<file path="config.mk">
export PLATFORM = sky130hd
export DESIGN_NAME = mnist_view_top
export DESIGN_NICKNAME = d
export VERILOG_FILES = /design/src/mnist_view_pkg.sv /design/src/display_timing.sv /design/src/cam_binarizer.sv /design/src/overlay_compositor.sv /design/src/mnist_view_top.sv
export SDC_FILE = /design/constraint.sdc
export NUM_CORES = 2
export LEC_CHECK = 0
export BUFFER_PORTS_ARGS = -buffer_cell sky130_fd_sc_hd__buf_4
export CAP_MARGIN = 20
export CORE_MARGIN = 2
export CORE_UTILIZATION = 58
export CTS_CLUSTER_SIZE = 20
export DETAILED_ROUTE_END_ITERATION = 7
export PLACE_DENSITY = 0.91
export SYNTH_ARGS = -nofsm -noshare
export SYNTH_HDL_FRONTEND = slang
export SYNTH_SLANG_ARGS = --single-unit
</file>
<file path="constraint.sdc">
create_clock -name video_clk -period 80.8 [get_ports video_clk]
set_input_delay 12.12 -clock video_clk [delete_from_list [all_inputs] [get_ports video_clk]]
set_output_delay 12.12 -clock video_clk [all_outputs]
set_load 0.01 [all_outputs]
</file>
<file path="src/mnist_view_pkg.sv">
package mnist_view_pkg;

    // ------------------------------------------------------------
    // recognition image geometry
    // ------------------------------------------------------------
    localparam int IMG_SIZE      = 28;  // side of binary image
    localparam int NUM_CLASSES   = 10;  // digits 0..9
    localparam int BIN_THRESHOLD = 30;  // r+g+b below this is dark

    // ------------------------------------------------------------
    // camera side
    // ------------------------------------------------------------
    typedef logic [15:0] pixel_t;       // rgb565, r in [15:11], g in [10:5], b in [4:0]

    // one row of the binary image, bit c = column c
    typedef logic [IMG_SIZE-1:0] img_row_t;

    // row r, bit c = sample r*28+c
    typedef img_row_t [IMG_SIZE-1:0] bin_image_t;

    // classifier result, may be multi-hot
    typedef logic [NUM_CLASSES-1:0] class_t;

    // ------------------------------------------------------------
    // display side
    // ------------------------------------------------------------
    typedef logic [7:0]  channel_t;     // one output colour
    typedef logic [11:0] hcount_t;      // raster x
    typedef logic [10:0] vcount_t;      // raster y

endpackage

</file>
<file path="src/display_timing.sv">
`timescale 1ns/1ns

module display_timing #(
    parameter int H_ACTIVE = 1280,
    parameter int H_FRONT  = 110,
    parameter int H_SYNC   = 40,
    parameter int H_BACK   = 220,
    parameter int V_ACTIVE = 720,
    parameter int V_FRONT  = 5,
    parameter int V_SYNC   = 5,
    parameter int V_BACK   = 20
) (
    input  logic video_clk,
    input  logic rst_n,
    output logic hs,
    output logic vs,
    output logic de
);
    import mnist_view_pkg::*;

    typedef enum logic [1:0] {H_ACT, H_FP, H_SY, H_BP} h_phase_t;
    typedef enum logic [1:0] {V_ACT, V_FP, V_SY, V_BP} v_phase_t;

    h_phase_t h_state, h_next;
    v_phase_t v_state, v_next;
    hcount_t  h_cnt;                    // pixel within current phase
    hcount_t  h_len;
    vcount_t  v_cnt;                    // line within current phase
    vcount_t  v_len;
    logic     h_last;
    logic     line_end;
    logic     v_last;

    // ------------------------------------------------------------
    // phase lengths and successors
    // ------------------------------------------------------------
    always_comb begin
        case (h_state)
            H_ACT:   begin h_len = hcount_t'(H_ACTIVE); h_next = H_FP;  end
            H_FP:    begin h_len = hcount_t'(H_FRONT);  h_next = H_SY;  end
            H_SY:    begin h_len = hcount_t'(H_SYNC);   h_next = H_BP;  end
            default: begin h_len = hcount_t'(H_BACK);   h_next = H_ACT; end
        endcase
        case (v_state)
            V_ACT:   begin v_len = vcount_t'(V_ACTIVE); v_next = V_FP;  end
            V_FP:    begin v_len = vcount_t'(V_FRONT);  v_next = V_SY;  end
            V_SY:    begin v_len = vcount_t'(V_SYNC);   v_next = V_BP;  end
            default: begin v_len = vcount_t'(V_BACK);   v_next = V_ACT; end
        endcase
    end

    assign h_last   = (h_cnt == h_len - 1'b1);
    assign line_end = h_last && (h_state == H_BP);  // back porch done
    assign v_last   = (v_cnt == v_len - 1'b1);

    // ------------------------------------------------------------
    // raster fsm
    // ------------------------------------------------------------
    always_ff @(posedge video_clk or negedge rst_n) begin
        if (!rst_n) begin
            h_state <= H_ACT;           // first line opens in active
            h_cnt   <= '0;
            v_state <= V_ACT;
            v_cnt   <= '0;
            hs      <= 1'b0;
            vs      <= 1'b0;
            de      <= 1'b0;
        end else begin
            if (h_last) begin
                h_state <= h_next;
                h_cnt   <= '0;
            end else begin
                h_cnt   <= h_cnt + 1'b1;
            end
            if (line_end) begin         // vertical steps once per line
                if (v_last) begin
                    v_state <= v_next;
                    v_cnt   <= '0;
                end else begin
                    v_cnt   <= v_cnt + 1'b1;
                end
            end
            de <= (h_state == H_ACT) && (v_state == V_ACT);
            hs <= (h_state == H_SY);    // active high
            vs <= (v_state == V_SY);
        end
    end

    // blanking must cover both syncs
    a_de_not_in_sync: assert property (@(posedge video_clk) disable iff (!rst_n)
        de |-> !(hs || vs));

endmodule

</file>
<file path="src/cam_binarizer.sv">
`timescale 1ns/1ns

module cam_binarizer #(
    parameter int SAMPLE_SHIFT = 3      // log2 of sampling step
) (
    input  logic                       video_clk,
    input  logic                       rst_n,
    input  logic                       cam_vsync,
    input  logic                       cam_de,
    input  mnist_view_pkg::pixel_t     cam_pixel,
    output mnist_view_pkg::bin_image_t bin_img
);
    import mnist_view_pkg::*;

    localparam int      IMG_PIX  = IMG_SIZE * IMG_SIZE;
    localparam hcount_t COL_MASK = hcount_t'((1 << SAMPLE_SHIFT) - 1);
    localparam vcount_t ROW_MASK = vcount_t'((1 << SAMPLE_SHIFT) - 1);

    hcount_t            cam_col;        // pixel index in line
    vcount_t            cam_row;        // line index in frame
    logic               cam_de_d;
    hcount_t            col_scaled;
    vcount_t            row_scaled;
    logic               sample_en;
    logic [6:0]         px_sum;         // max 31+63+31
    logic               px_dark;
    logic [IMG_PIX-1:0] bin_shr;        // sample shift register

    // ------------------------------------------------------------
    // camera coordinates
    // ------------------------------------------------------------
    always_ff @(posedge video_clk or negedge rst_n) begin
        if (!rst_n) begin
            cam_col  <= '0;
            cam_row  <= '0;
            cam_de_d <= 1'b0;
        end else begin
            cam_de_d <= cam_de;
            cam_col  <= cam_de ? cam_col + 1'b1 : '0;   // zero during blanking
            if (cam_vsync)
                cam_row <= '0;
            else if (cam_de_d && !cam_de)               // line just ended
                cam_row <= cam_row + 1'b1;
        end
    end

    // ------------------------------------------------------------
    // decimation and threshold
    // ------------------------------------------------------------
    assign col_scaled = cam_col >> SAMPLE_SHIFT;
    assign row_scaled = cam_row >> SAMPLE_SHIFT;

    assign sample_en = cam_de
                    && ((cam_col & COL_MASK) == '0)
                    && ((cam_row & ROW_MASK) == '0)
                    && (col_scaled < IMG_SIZE)
                    && (row_scaled < IMG_SIZE);

    assign px_sum  = 7'(cam_pixel[15:11]) + 7'(cam_pixel[10:5]) + 7'(cam_pixel[4:0]);
    assign px_dark = (px_sum < BIN_THRESHOLD);          // dark stroke = 1

    // new sample at msb, first one ends at bit 0
    always_ff @(posedge video_clk) begin
        if (sample_en)
            bin_shr <= {px_dark, bin_shr[IMG_PIX-1:1]};
    end

    // hold image stable outside vsync
    always_ff @(posedge video_clk or negedge rst_n) begin
        if (!rst_n)
            bin_img <= '0;
        else if (cam_vsync)
            bin_img <= bin_shr;
    end

    // classifier relies on a frozen image between frames
    a_img_only_in_vsync: assert property (@(posedge video_clk) disable iff (!rst_n)
        $changed(bin_img) |-> $past(cam_vsync));

endmodule

</file>
<file path="src/overlay_compositor.sv">
`timescale 1ns/1ns

module overlay_compositor #(
    parameter int BIN_SHIFT   = 4,      // log2 of binary cell size
    parameter int BIN_X       = 50,     // in cells
    parameter int BIN_Y       = 1,
    parameter int CLASS_SHIFT = 5,      // log2 of class block size
    parameter int CLASS_X     = 1,      // in blocks
    parameter int CLASS_Y     = 18
) (
    input  logic                       video_clk,
    input  logic                       rst_n,
    input  logic                       hs,
    input  logic                       vs,
    input  logic                       de,
    input  mnist_view_pkg::bin_image_t bin_img,
    input  mnist_view_pkg::class_t     class_bits,
    output mnist_view_pkg::channel_t   rgb_r,
    output mnist_view_pkg::channel_t   rgb_g,
    output mnist_view_pkg::channel_t   rgb_b,
    output logic                       out_hs,
    output logic                       out_vs,
    output logic                       out_de
);
    import mnist_view_pkg::*;

    localparam int IDX_W = $clog2(IMG_SIZE);
    localparam int CLS_W = $clog2(NUM_CLASSES);

    hcount_t          x;                // column while de high
    vcount_t          y;                // active line in frame
    logic             de_d;
    hcount_t          x_bin;
    vcount_t          y_bin;
    hcount_t          x_cls;
    vcount_t          y_cls;
    logic             in_bin;
    logic             in_cls;
    logic [IDX_W-1:0] bin_row;
    logic [IDX_W-1:0] bin_col;
    logic [CLS_W-1:0] cls_idx;
    logic             bin_bit;
    logic             cls_bit;

    // ------------------------------------------------------------
    // raster position
    // ------------------------------------------------------------
    always_ff @(posedge video_clk or negedge rst_n) begin
        if (!rst_n) begin
            x    <= '0;
            y    <= '0;
            de_d <= 1'b0;
        end else begin
            de_d <= de;
            x    <= de ? x + 1'b1 : '0;
            if (vs)
                y <= '0;
            else if (de_d && !de)       // end of active line
                y <= y + 1'b1;
        end
    end

    // ------------------------------------------------------------
    // region tests and cell lookup
    // ------------------------------------------------------------
    assign x_bin = x >> BIN_SHIFT;
    assign y_bin = y >> BIN_SHIFT;
    assign x_cls = x >> CLASS_SHIFT;
    assign y_cls = y >> CLASS_SHIFT;

    assign in_bin = (x_bin >= BIN_X) && (x_bin < BIN_X + IMG_SIZE)
                 && (y_bin >= BIN_Y) && (y_bin < BIN_Y + IMG_SIZE);
    assign in_cls = (x_cls >= CLASS_X) && (x_cls < CLASS_X + NUM_CLASSES)
                 && (y_cls == CLASS_Y);                 // single row of blocks

    assign bin_row = IDX_W'(y_bin - vcount_t'(BIN_Y));
    assign bin_col = IDX_W'(x_bin - hcount_t'(BIN_X));
    assign cls_idx = CLS_W'(x_cls - hcount_t'(CLASS_X));

    assign bin_bit = bin_img[bin_row][bin_col];         // only read inside region
    assign cls_bit = class_bits[cls_idx];

    // ------------------------------------------------------------
    // colour select, one stage with syncs
    // ------------------------------------------------------------
    always_ff @(posedge video_clk or negedge rst_n) begin
        if (!rst_n) begin
            out_hs <= 1'b0;
            out_vs <= 1'b0;
            out_de <= 1'b0;
            rgb_r  <= '0;
            rgb_g  <= '0;
            rgb_b  <= '0;
        end else begin
            out_hs <= hs;
            out_vs <= vs;
            out_de <= de;
            if (!de) begin              // black in blanking
                rgb_r <= '0;
                rgb_g <= '0;
                rgb_b <= '0;
            end else if (in_bin) begin
                rgb_r <= {8{bin_bit}};
                rgb_g <= {8{bin_bit}};
                rgb_b <= {8{bin_bit}};
            end else if (in_cls) begin
                rgb_r <= {8{cls_bit}};
                rgb_g <= {8{cls_bit}};
                rgb_b <= {8{cls_bit}};
            end else begin              // gradient background
                rgb_r <= channel_t'(x);
                rgb_g <= channel_t'(y);
                rgb_b <= 8'hFF;
            end
        end
    end

    a_black_in_blank: assert property (@(posedge video_clk) disable iff (!rst_n)
        !out_de |-> (rgb_r == '0) && (rgb_g == '0) && (rgb_b == '0));

endmodule

</file>
<file path="src/mnist_view_top.sv">
`timescale 1ns/1ns

module mnist_view_top #(
    parameter int H_ACTIVE     = 1280,
    parameter int H_FRONT      = 110,
    parameter int H_SYNC       = 40,
    parameter int H_BACK       = 220,
    parameter int V_ACTIVE     = 720,
    parameter int V_FRONT      = 5,
    parameter int V_SYNC       = 5,
    parameter int V_BACK       = 20,
    parameter int SAMPLE_SHIFT = 3,
    parameter int BIN_SHIFT    = 4,
    parameter int BIN_X        = 50,
    parameter int BIN_Y        = 1,
    parameter int CLASS_SHIFT  = 5,
    parameter int CLASS_X      = 1,
    parameter int CLASS_Y      = 18
) (
    input  logic                       video_clk,
    input  logic                       rst_n,
    input  logic                       cam_vsync,
    input  logic                       cam_de,
    input  mnist_view_pkg::pixel_t     cam_pixel,
    input  mnist_view_pkg::class_t     class_bits,  // from external classifier
    output mnist_view_pkg::bin_image_t bin_img,     // to external classifier
    output mnist_view_pkg::channel_t   rgb_r,
    output mnist_view_pkg::channel_t   rgb_g,
    output mnist_view_pkg::channel_t   rgb_b,
    output logic                       out_hs,
    output logic                       out_vs,
    output logic                       out_de
);

    logic hs;                           // raw raster timing
    logic vs;
    logic de;

    // ------------------------------------------------------------
    // display timing
    // ------------------------------------------------------------
    display_timing #(
        .H_ACTIVE (H_ACTIVE), .H_FRONT (H_FRONT), .H_SYNC (H_SYNC), .H_BACK (H_BACK),
        .V_ACTIVE (V_ACTIVE), .V_FRONT (V_FRONT), .V_SYNC (V_SYNC), .V_BACK (V_BACK)
    ) u_timing (
        .video_clk (video_clk),
        .rst_n     (rst_n),
        .hs        (hs),
        .vs        (vs),
        .de        (de)
    );

    // ------------------------------------------------------------
    // camera to 28x28 binary image
    // ------------------------------------------------------------
    cam_binarizer #(
        .SAMPLE_SHIFT (SAMPLE_SHIFT)
    ) u_binarizer (
        .video_clk (video_clk),
        .rst_n     (rst_n),
        .cam_vsync (cam_vsync),
        .cam_de    (cam_de),
        .cam_pixel (cam_pixel),
        .bin_img   (bin_img)
    );

    overlay_compositor #(
        .BIN_SHIFT   (BIN_SHIFT),   .BIN_X   (BIN_X),   .BIN_Y   (BIN_Y),
        .CLASS_SHIFT (CLASS_SHIFT), .CLASS_X (CLASS_X), .CLASS_Y (CLASS_Y)
    ) u_overlay (
        .video_clk  (video_clk),
        .rst_n      (rst_n),
        .hs         (hs),
        .vs         (vs),
        .de         (de),
        .bin_img    (bin_img),
        .class_bits (class_bits),
        .rgb_r      (rgb_r),
        .rgb_g      (rgb_g),
        .rgb_b      (rgb_b),
        .out_hs     (out_hs),
        .out_vs     (out_vs),
        .out_de     (out_de)
    );

endmodule

</file>
==> reports/qor.log <==
qor: setup_path.r2r-start u_overlay.y[4]
qor: cts.cts_buffers 164
qor: sta.setup_viol 0
qor: final_layout.fin_cells 6088
qor: cts.clockBufferDepth 3
qor: floorplanning.initial_utilization 0.583
qor: pwr.p_leak 24.2 nW
qor: synth.synth-async-reset-ratio 0.529
qor: cts.cts.sinks 1665
qor: detailed_routing.drt_wl_total 203 mm
qor: setup_path.crit_fanout 83
qor: setup_path.worst-setup-path-type in -> async
qor: placed_design.place_congestion 0.925
qor: pwr.vdd.ir_drop.worst 0.0000205 V
qor: cts.hold_buffer_count_at_cts 0
qor: placed_design.dp_hpwl 136 mm
qor: final_layout.design.final.nets 4521
qor: cts.cts_setup_buffers 0
qor: global_route.first_global_vias 39600
qor: synth.post_synth_instance_area 64300 um^2
qor: sta.rsz0062_at_grt false
qor: detailed_routing.routed-via-count 39100
qor: final_layout.area_growth_synth_to_finish 20.6%
qor: placed_design.port_buffers 840
qor: setup_path.setup.worst_path.start_class primary input
qor: detailed_routing.detail_route.vias_per_cell 6.42
qor: sta.slew_at_the_pin_closest_to_its_max_slew_limit 1230 ps
qor: placed_design.detailed_place.area 72100 um^2
qor: cts.root_buf_cell sky130_fd_sc_hd__clkbuf_16
qor: floorplanning.die_area 114000 um^2
qor: worst_hold_path.worstHoldStart u_timing.hs
qor: synth.synthDistinctLibCells 80
qor: global_route.number_of_antenna_violations_at_the_first_check_in_global_routing 17
qor: cts.clock_latency 790 ps
qor: global_route.global_route.overflow_total 0
qor: synth.postSynthCellCount 3590
qor: cts.cts_max_level 4
qor: sta.fin_ws 64680 ps
qor: detailed_routing.drt_iter0_markers 5081
qor: synth.synth_edf_count 784
qor: placed_design.placedCellCount 5776
qor: sta.slew_violations 0
qor: synth.syn_warnings 0
qor: floorplanning.rows 122
qor: detailed_routing.drt-pass1-iter-count 7
qor: detailed_routing.final_antenna_net_count 0
qor: final_layout.final_cell_area 77600 um^2
qor: detailed_routing.drc 0
qor: status.outcome finished, final reports clean
qor: run.max_cap_violations 0
qor: placed_design.detailedPlace.worstSlack 63730 ps
qor: floorplanning.design.core.area 110000 um^2
qor: synth.synth_nets 3656
qor: global_route.grt_first_pass_wirelength 287 mm
qor: sta.timing_hold_violations_final 0
qor: sta.min_period_over_period 0.199
qor: floorplanning.die_w 337 um
qor: setup_path.worst_setup_path_end_kind asynchronous set/reset pin
qor: cts.register_clock_pin_slew_on_the_reported_worst_setup_and_hold_paths 60 ps
qor: synth.synth-seq-cells 1665
qor: synth.synth_area_per_cell 17.9 um^2
qor: floorplanning.die_y 337 um
qor: sta.worst_slew_margin_rel 0.183
qor: setup_path.required 81600 ps
qor: worst_hold_path.worstHoldPathType reg -> reg
qor: global_route.gr-usage-all-layers 0.355
qor: sta.final.setup_skew 34.9 ps
qor: pwr.power_per_cell_area 22.4 nW/um^2
qor: sta.fin_tns_setup 0 ps
qor: sta.final_critical_path_required_period 16120 ps
qor: detailed_routing.post_drt_wl_per_cell 33.3 um
qor: pwr.post-layout-total-power 1.74 mW
qor: cts.tritoncts yes
qor: synth.synth.yosys.seq_area_share 0.709
qor: sta.timing.fmax 62.0 MHz
qor: floorplanning.boundaryPins 841
qor: global_route.largest_net_degree_at_the_start_of_global_routing 179
qor: final_layout.layout-drive-gt1-share 0.464
qor: cts.post_cts.resized_instances 0
qor: synth.postSynth.topFlopCell sky130_fd_sc_hd__dfrtp_1
qor: setup_path.arrival 16920 ps
qor: setup_path.critPathLaunch rst_n
==> flip-flops by register name, summed over array words and instances, names as in the netlist, 8 cells and up <==
| signal | count |
|---|---|
| u_overlay.rgb_g | 8 |
| u_timing.h_cnt | 12 |
| u_overlay.rgb_r | 8 |
| u_overlay.x | 12 |
| u_timing.v_cnt | 11 |
| u_overlay.y | 11 |
| u_binarizer.bin_img | 784 |
| u_binarizer.bin_shr | 784 |
| u_binarizer.cam_col | 12 |
| u_binarizer.cam_row | 11 |
==> path summary, 6_finish.rpt <==
| path | endpoint | slack (ps) | cells after the start |
|---|---|---|---|
| worst max-delay path | u_binarizer.bin_img[223] | 64680 | 6 |
| worst min-delay path | u_overlay.out_hs | 350 | 0 |
| worst max register to register | u_overlay.rgb_r[7] | 73610 | 13 |
| worst min register to register | u_overlay.out_hs | 350 | 0 |
| max in group video_clk | u_binarizer.bin_shr[316] | 64860 | 7 |
| min in group asynchronous | u_binarizer.bin_img[707] | 11310 | 1 |
==> synth_stat cells (3+ instances only) <==
cell	count	area, um^2
sky130_fd_sc_hd__dfrtp_1	881	22000
sky130_fd_sc_hd__mux2_2	789	8880
sky130_fd_sc_hd__edfxtp_1	784	23500
sky130_fd_sc_hd__mux4_2	175	3940
sky130_fd_sc_hd__nand2_1	136	510
sky130_fd_sc_hd__clkbuf_1	124	465
sky130_fd_sc_hd__nor2_1	90	338
sky130_fd_sc_hd__a21oi_1	52	260
sky130_fd_sc_hd__mux2i_1	49	490
sky130_fd_sc_hd__nand3_1	43	215
sky130_fd_sc_hd__xnor2_1	33	289
sky130_fd_sc_hd__ha_1	31	388
sky130_fd_sc_hd__o21ai_0	30	150
sky130_fd_sc_hd__xor2_1	27	236
sky130_fd_sc_hd__and2_1	24	150
sky130_fd_sc_hd__buf_2	24	120
sky130_fd_sc_hd__nor3_1	23	115
sky130_fd_sc_hd__buf_4	21	158
sky130_fd_sc_hd__a31oi_1	20	125
sky130_fd_sc_hd__inv_1	19	71.3
sky130_fd_sc_hd__nor2b_1	19	119
sky130_fd_sc_hd__nand4_1	16	100
sky130_fd_sc_hd__buf_1	14	52.6
sky130_fd_sc_hd__and3_1	13	81.3
sky130_fd_sc_hd__a2111oi_0	11	96.3
sky130_fd_sc_hd__buf_6	10	113
sky130_fd_sc_hd__nor3_2	9	90.1
sky130_fd_sc_hd__or3_1	8	50.1
sky130_fd_sc_hd__a32oi_1	7	61.3
sky130_fd_sc_hd__nor4_1	7	43.8
sky130_fd_sc_hd__a221oi_1	6	52.6
sky130_fd_sc_hd__a211oi_1	5	37.5
sky130_fd_sc_hd__a21o_1	5	37.5
sky130_fd_sc_hd__fa_1	5	100
sky130_fd_sc_hd__a22oi_1	4	30.0
sky130_fd_sc_hd__mux4_1	4	105
sky130_fd_sc_hd__nand2b_1	4	25.0
sky130_fd_sc_hd__o22ai_1	4	25.0
sky130_fd_sc_hd__a221o_1	3	30.0
sky130_fd_sc_hd__a311o_1	3	30.0
sky130_fd_sc_hd__nor4b_1	3	26.3
sky130_fd_sc_hd__or4b_2	3	30.0
==> through the flow <==
stage	utilization	hold slack, ps
finish	0.703	350
global route	0.703	373
CTS	0.702	358
detailed placement	0.653	339
global placement	0.653	345
floorplan	-	331
==> layout by cell type, fill, tap and decap left out, drive strengths merged, types with 4 or more instances in the layout <==
master / synthesis / routed
nand2b: 4 / 4
edfxtp: 784 / 784
a32oi: 7 / 7
xnor2: 33 / 33
nand4: 16 / 16
or3: 8 / 8
dfrtp: 881 / 881
inv: 19 / 29
o22ai: 4 / 4
xor2: 28 / 28
ha: 31 / 31
nor3: 32 / 32
bufinv: 0 / 10
and2: 24 / 24
nor2: 90 / 90
mux2i: 49 / 49
nor2b: 19 / 19
a31oi: 21 / 21
mux4: 179 / 179
nand3: 43 / 43
a22oi: 4 / 4
and3: 13 / 13
mux2: 789 / 789
a2111oi: 11 / 11
nor4: 7 / 7
a21o: 5 / 5
buf: 69 / 893
fa: 5 / 5
a211oi: 5 / 5
nand2: 136 / 136
clkinv: 1 / 46
a21oi: 52 / 52
a221oi: 6 / 6
o21ai: 32 / 32
clkbuf: 125 / 243
==> critical path, cell delays in order <==
cell and delay (ps):
sky130_fd_sc_hd__buf_8 460, sky130_fd_sc_hd__buf_4 810, sky130_fd_sc_hd__buf_4 880, sky130_fd_sc_hd__buf_4 740, sky130_fd_sc_hd__buf_4 850, sky130_fd_sc_hd__buf_4 780
==> logic make-up (layout without fill, tap and decap cells) <==
group / count (synthesis) / count (layout) / synth area share
mux: 1017 / 1017 / 0.209
other cells: 0 / 2 / 0
fa+ha+maj: 36 / 36 / 0.00759
compound gates: 191 / 191 / 0.0207
xor+xnor: 61 / 61 / 0.00842
flops: 1665 / 1665 / 0.709
buf+inv: 214 / 1222 / 0.0154
simple gates: 406 / 406 / 0.0304
==> per-layer routing <==
metal  routed length [um]  part of all wire  global-route usage
met2                93800              0.46               0.540
met5                   33           0.00016                   0
met1                72900              0.36               0.460
met4                13300             0.065               0.202
met3                23000              0.11               0.107
==> power breakdown <==
| group | total (mW) | internal, mW | leakage [nW] | switching, mW |
|---|---|---|---|---|
| clock | 0.771 | 0.436 | 2.66 | 0.336 |
| combinational | 0.0617 | 0.0173 | 8.34 | 0.0445 |
| sequential | 0.903 | 0.899 | 13.2 | 0.00442 |
==> cell type report <==
class	count	area, um^2
Clock buffer	243	4650
Fill cell	6311	32800
Tap cell	1488	1860
Inverter	20	75.1
Timing Repair Buffer	893	6810
Antenna cell	2	5.00
Multi-Input combinational cell	1711	17800
Clock inverter	66	766
Sequential cell	1665	45600
No activity file was read; power rests on OpenSTA's default activity.
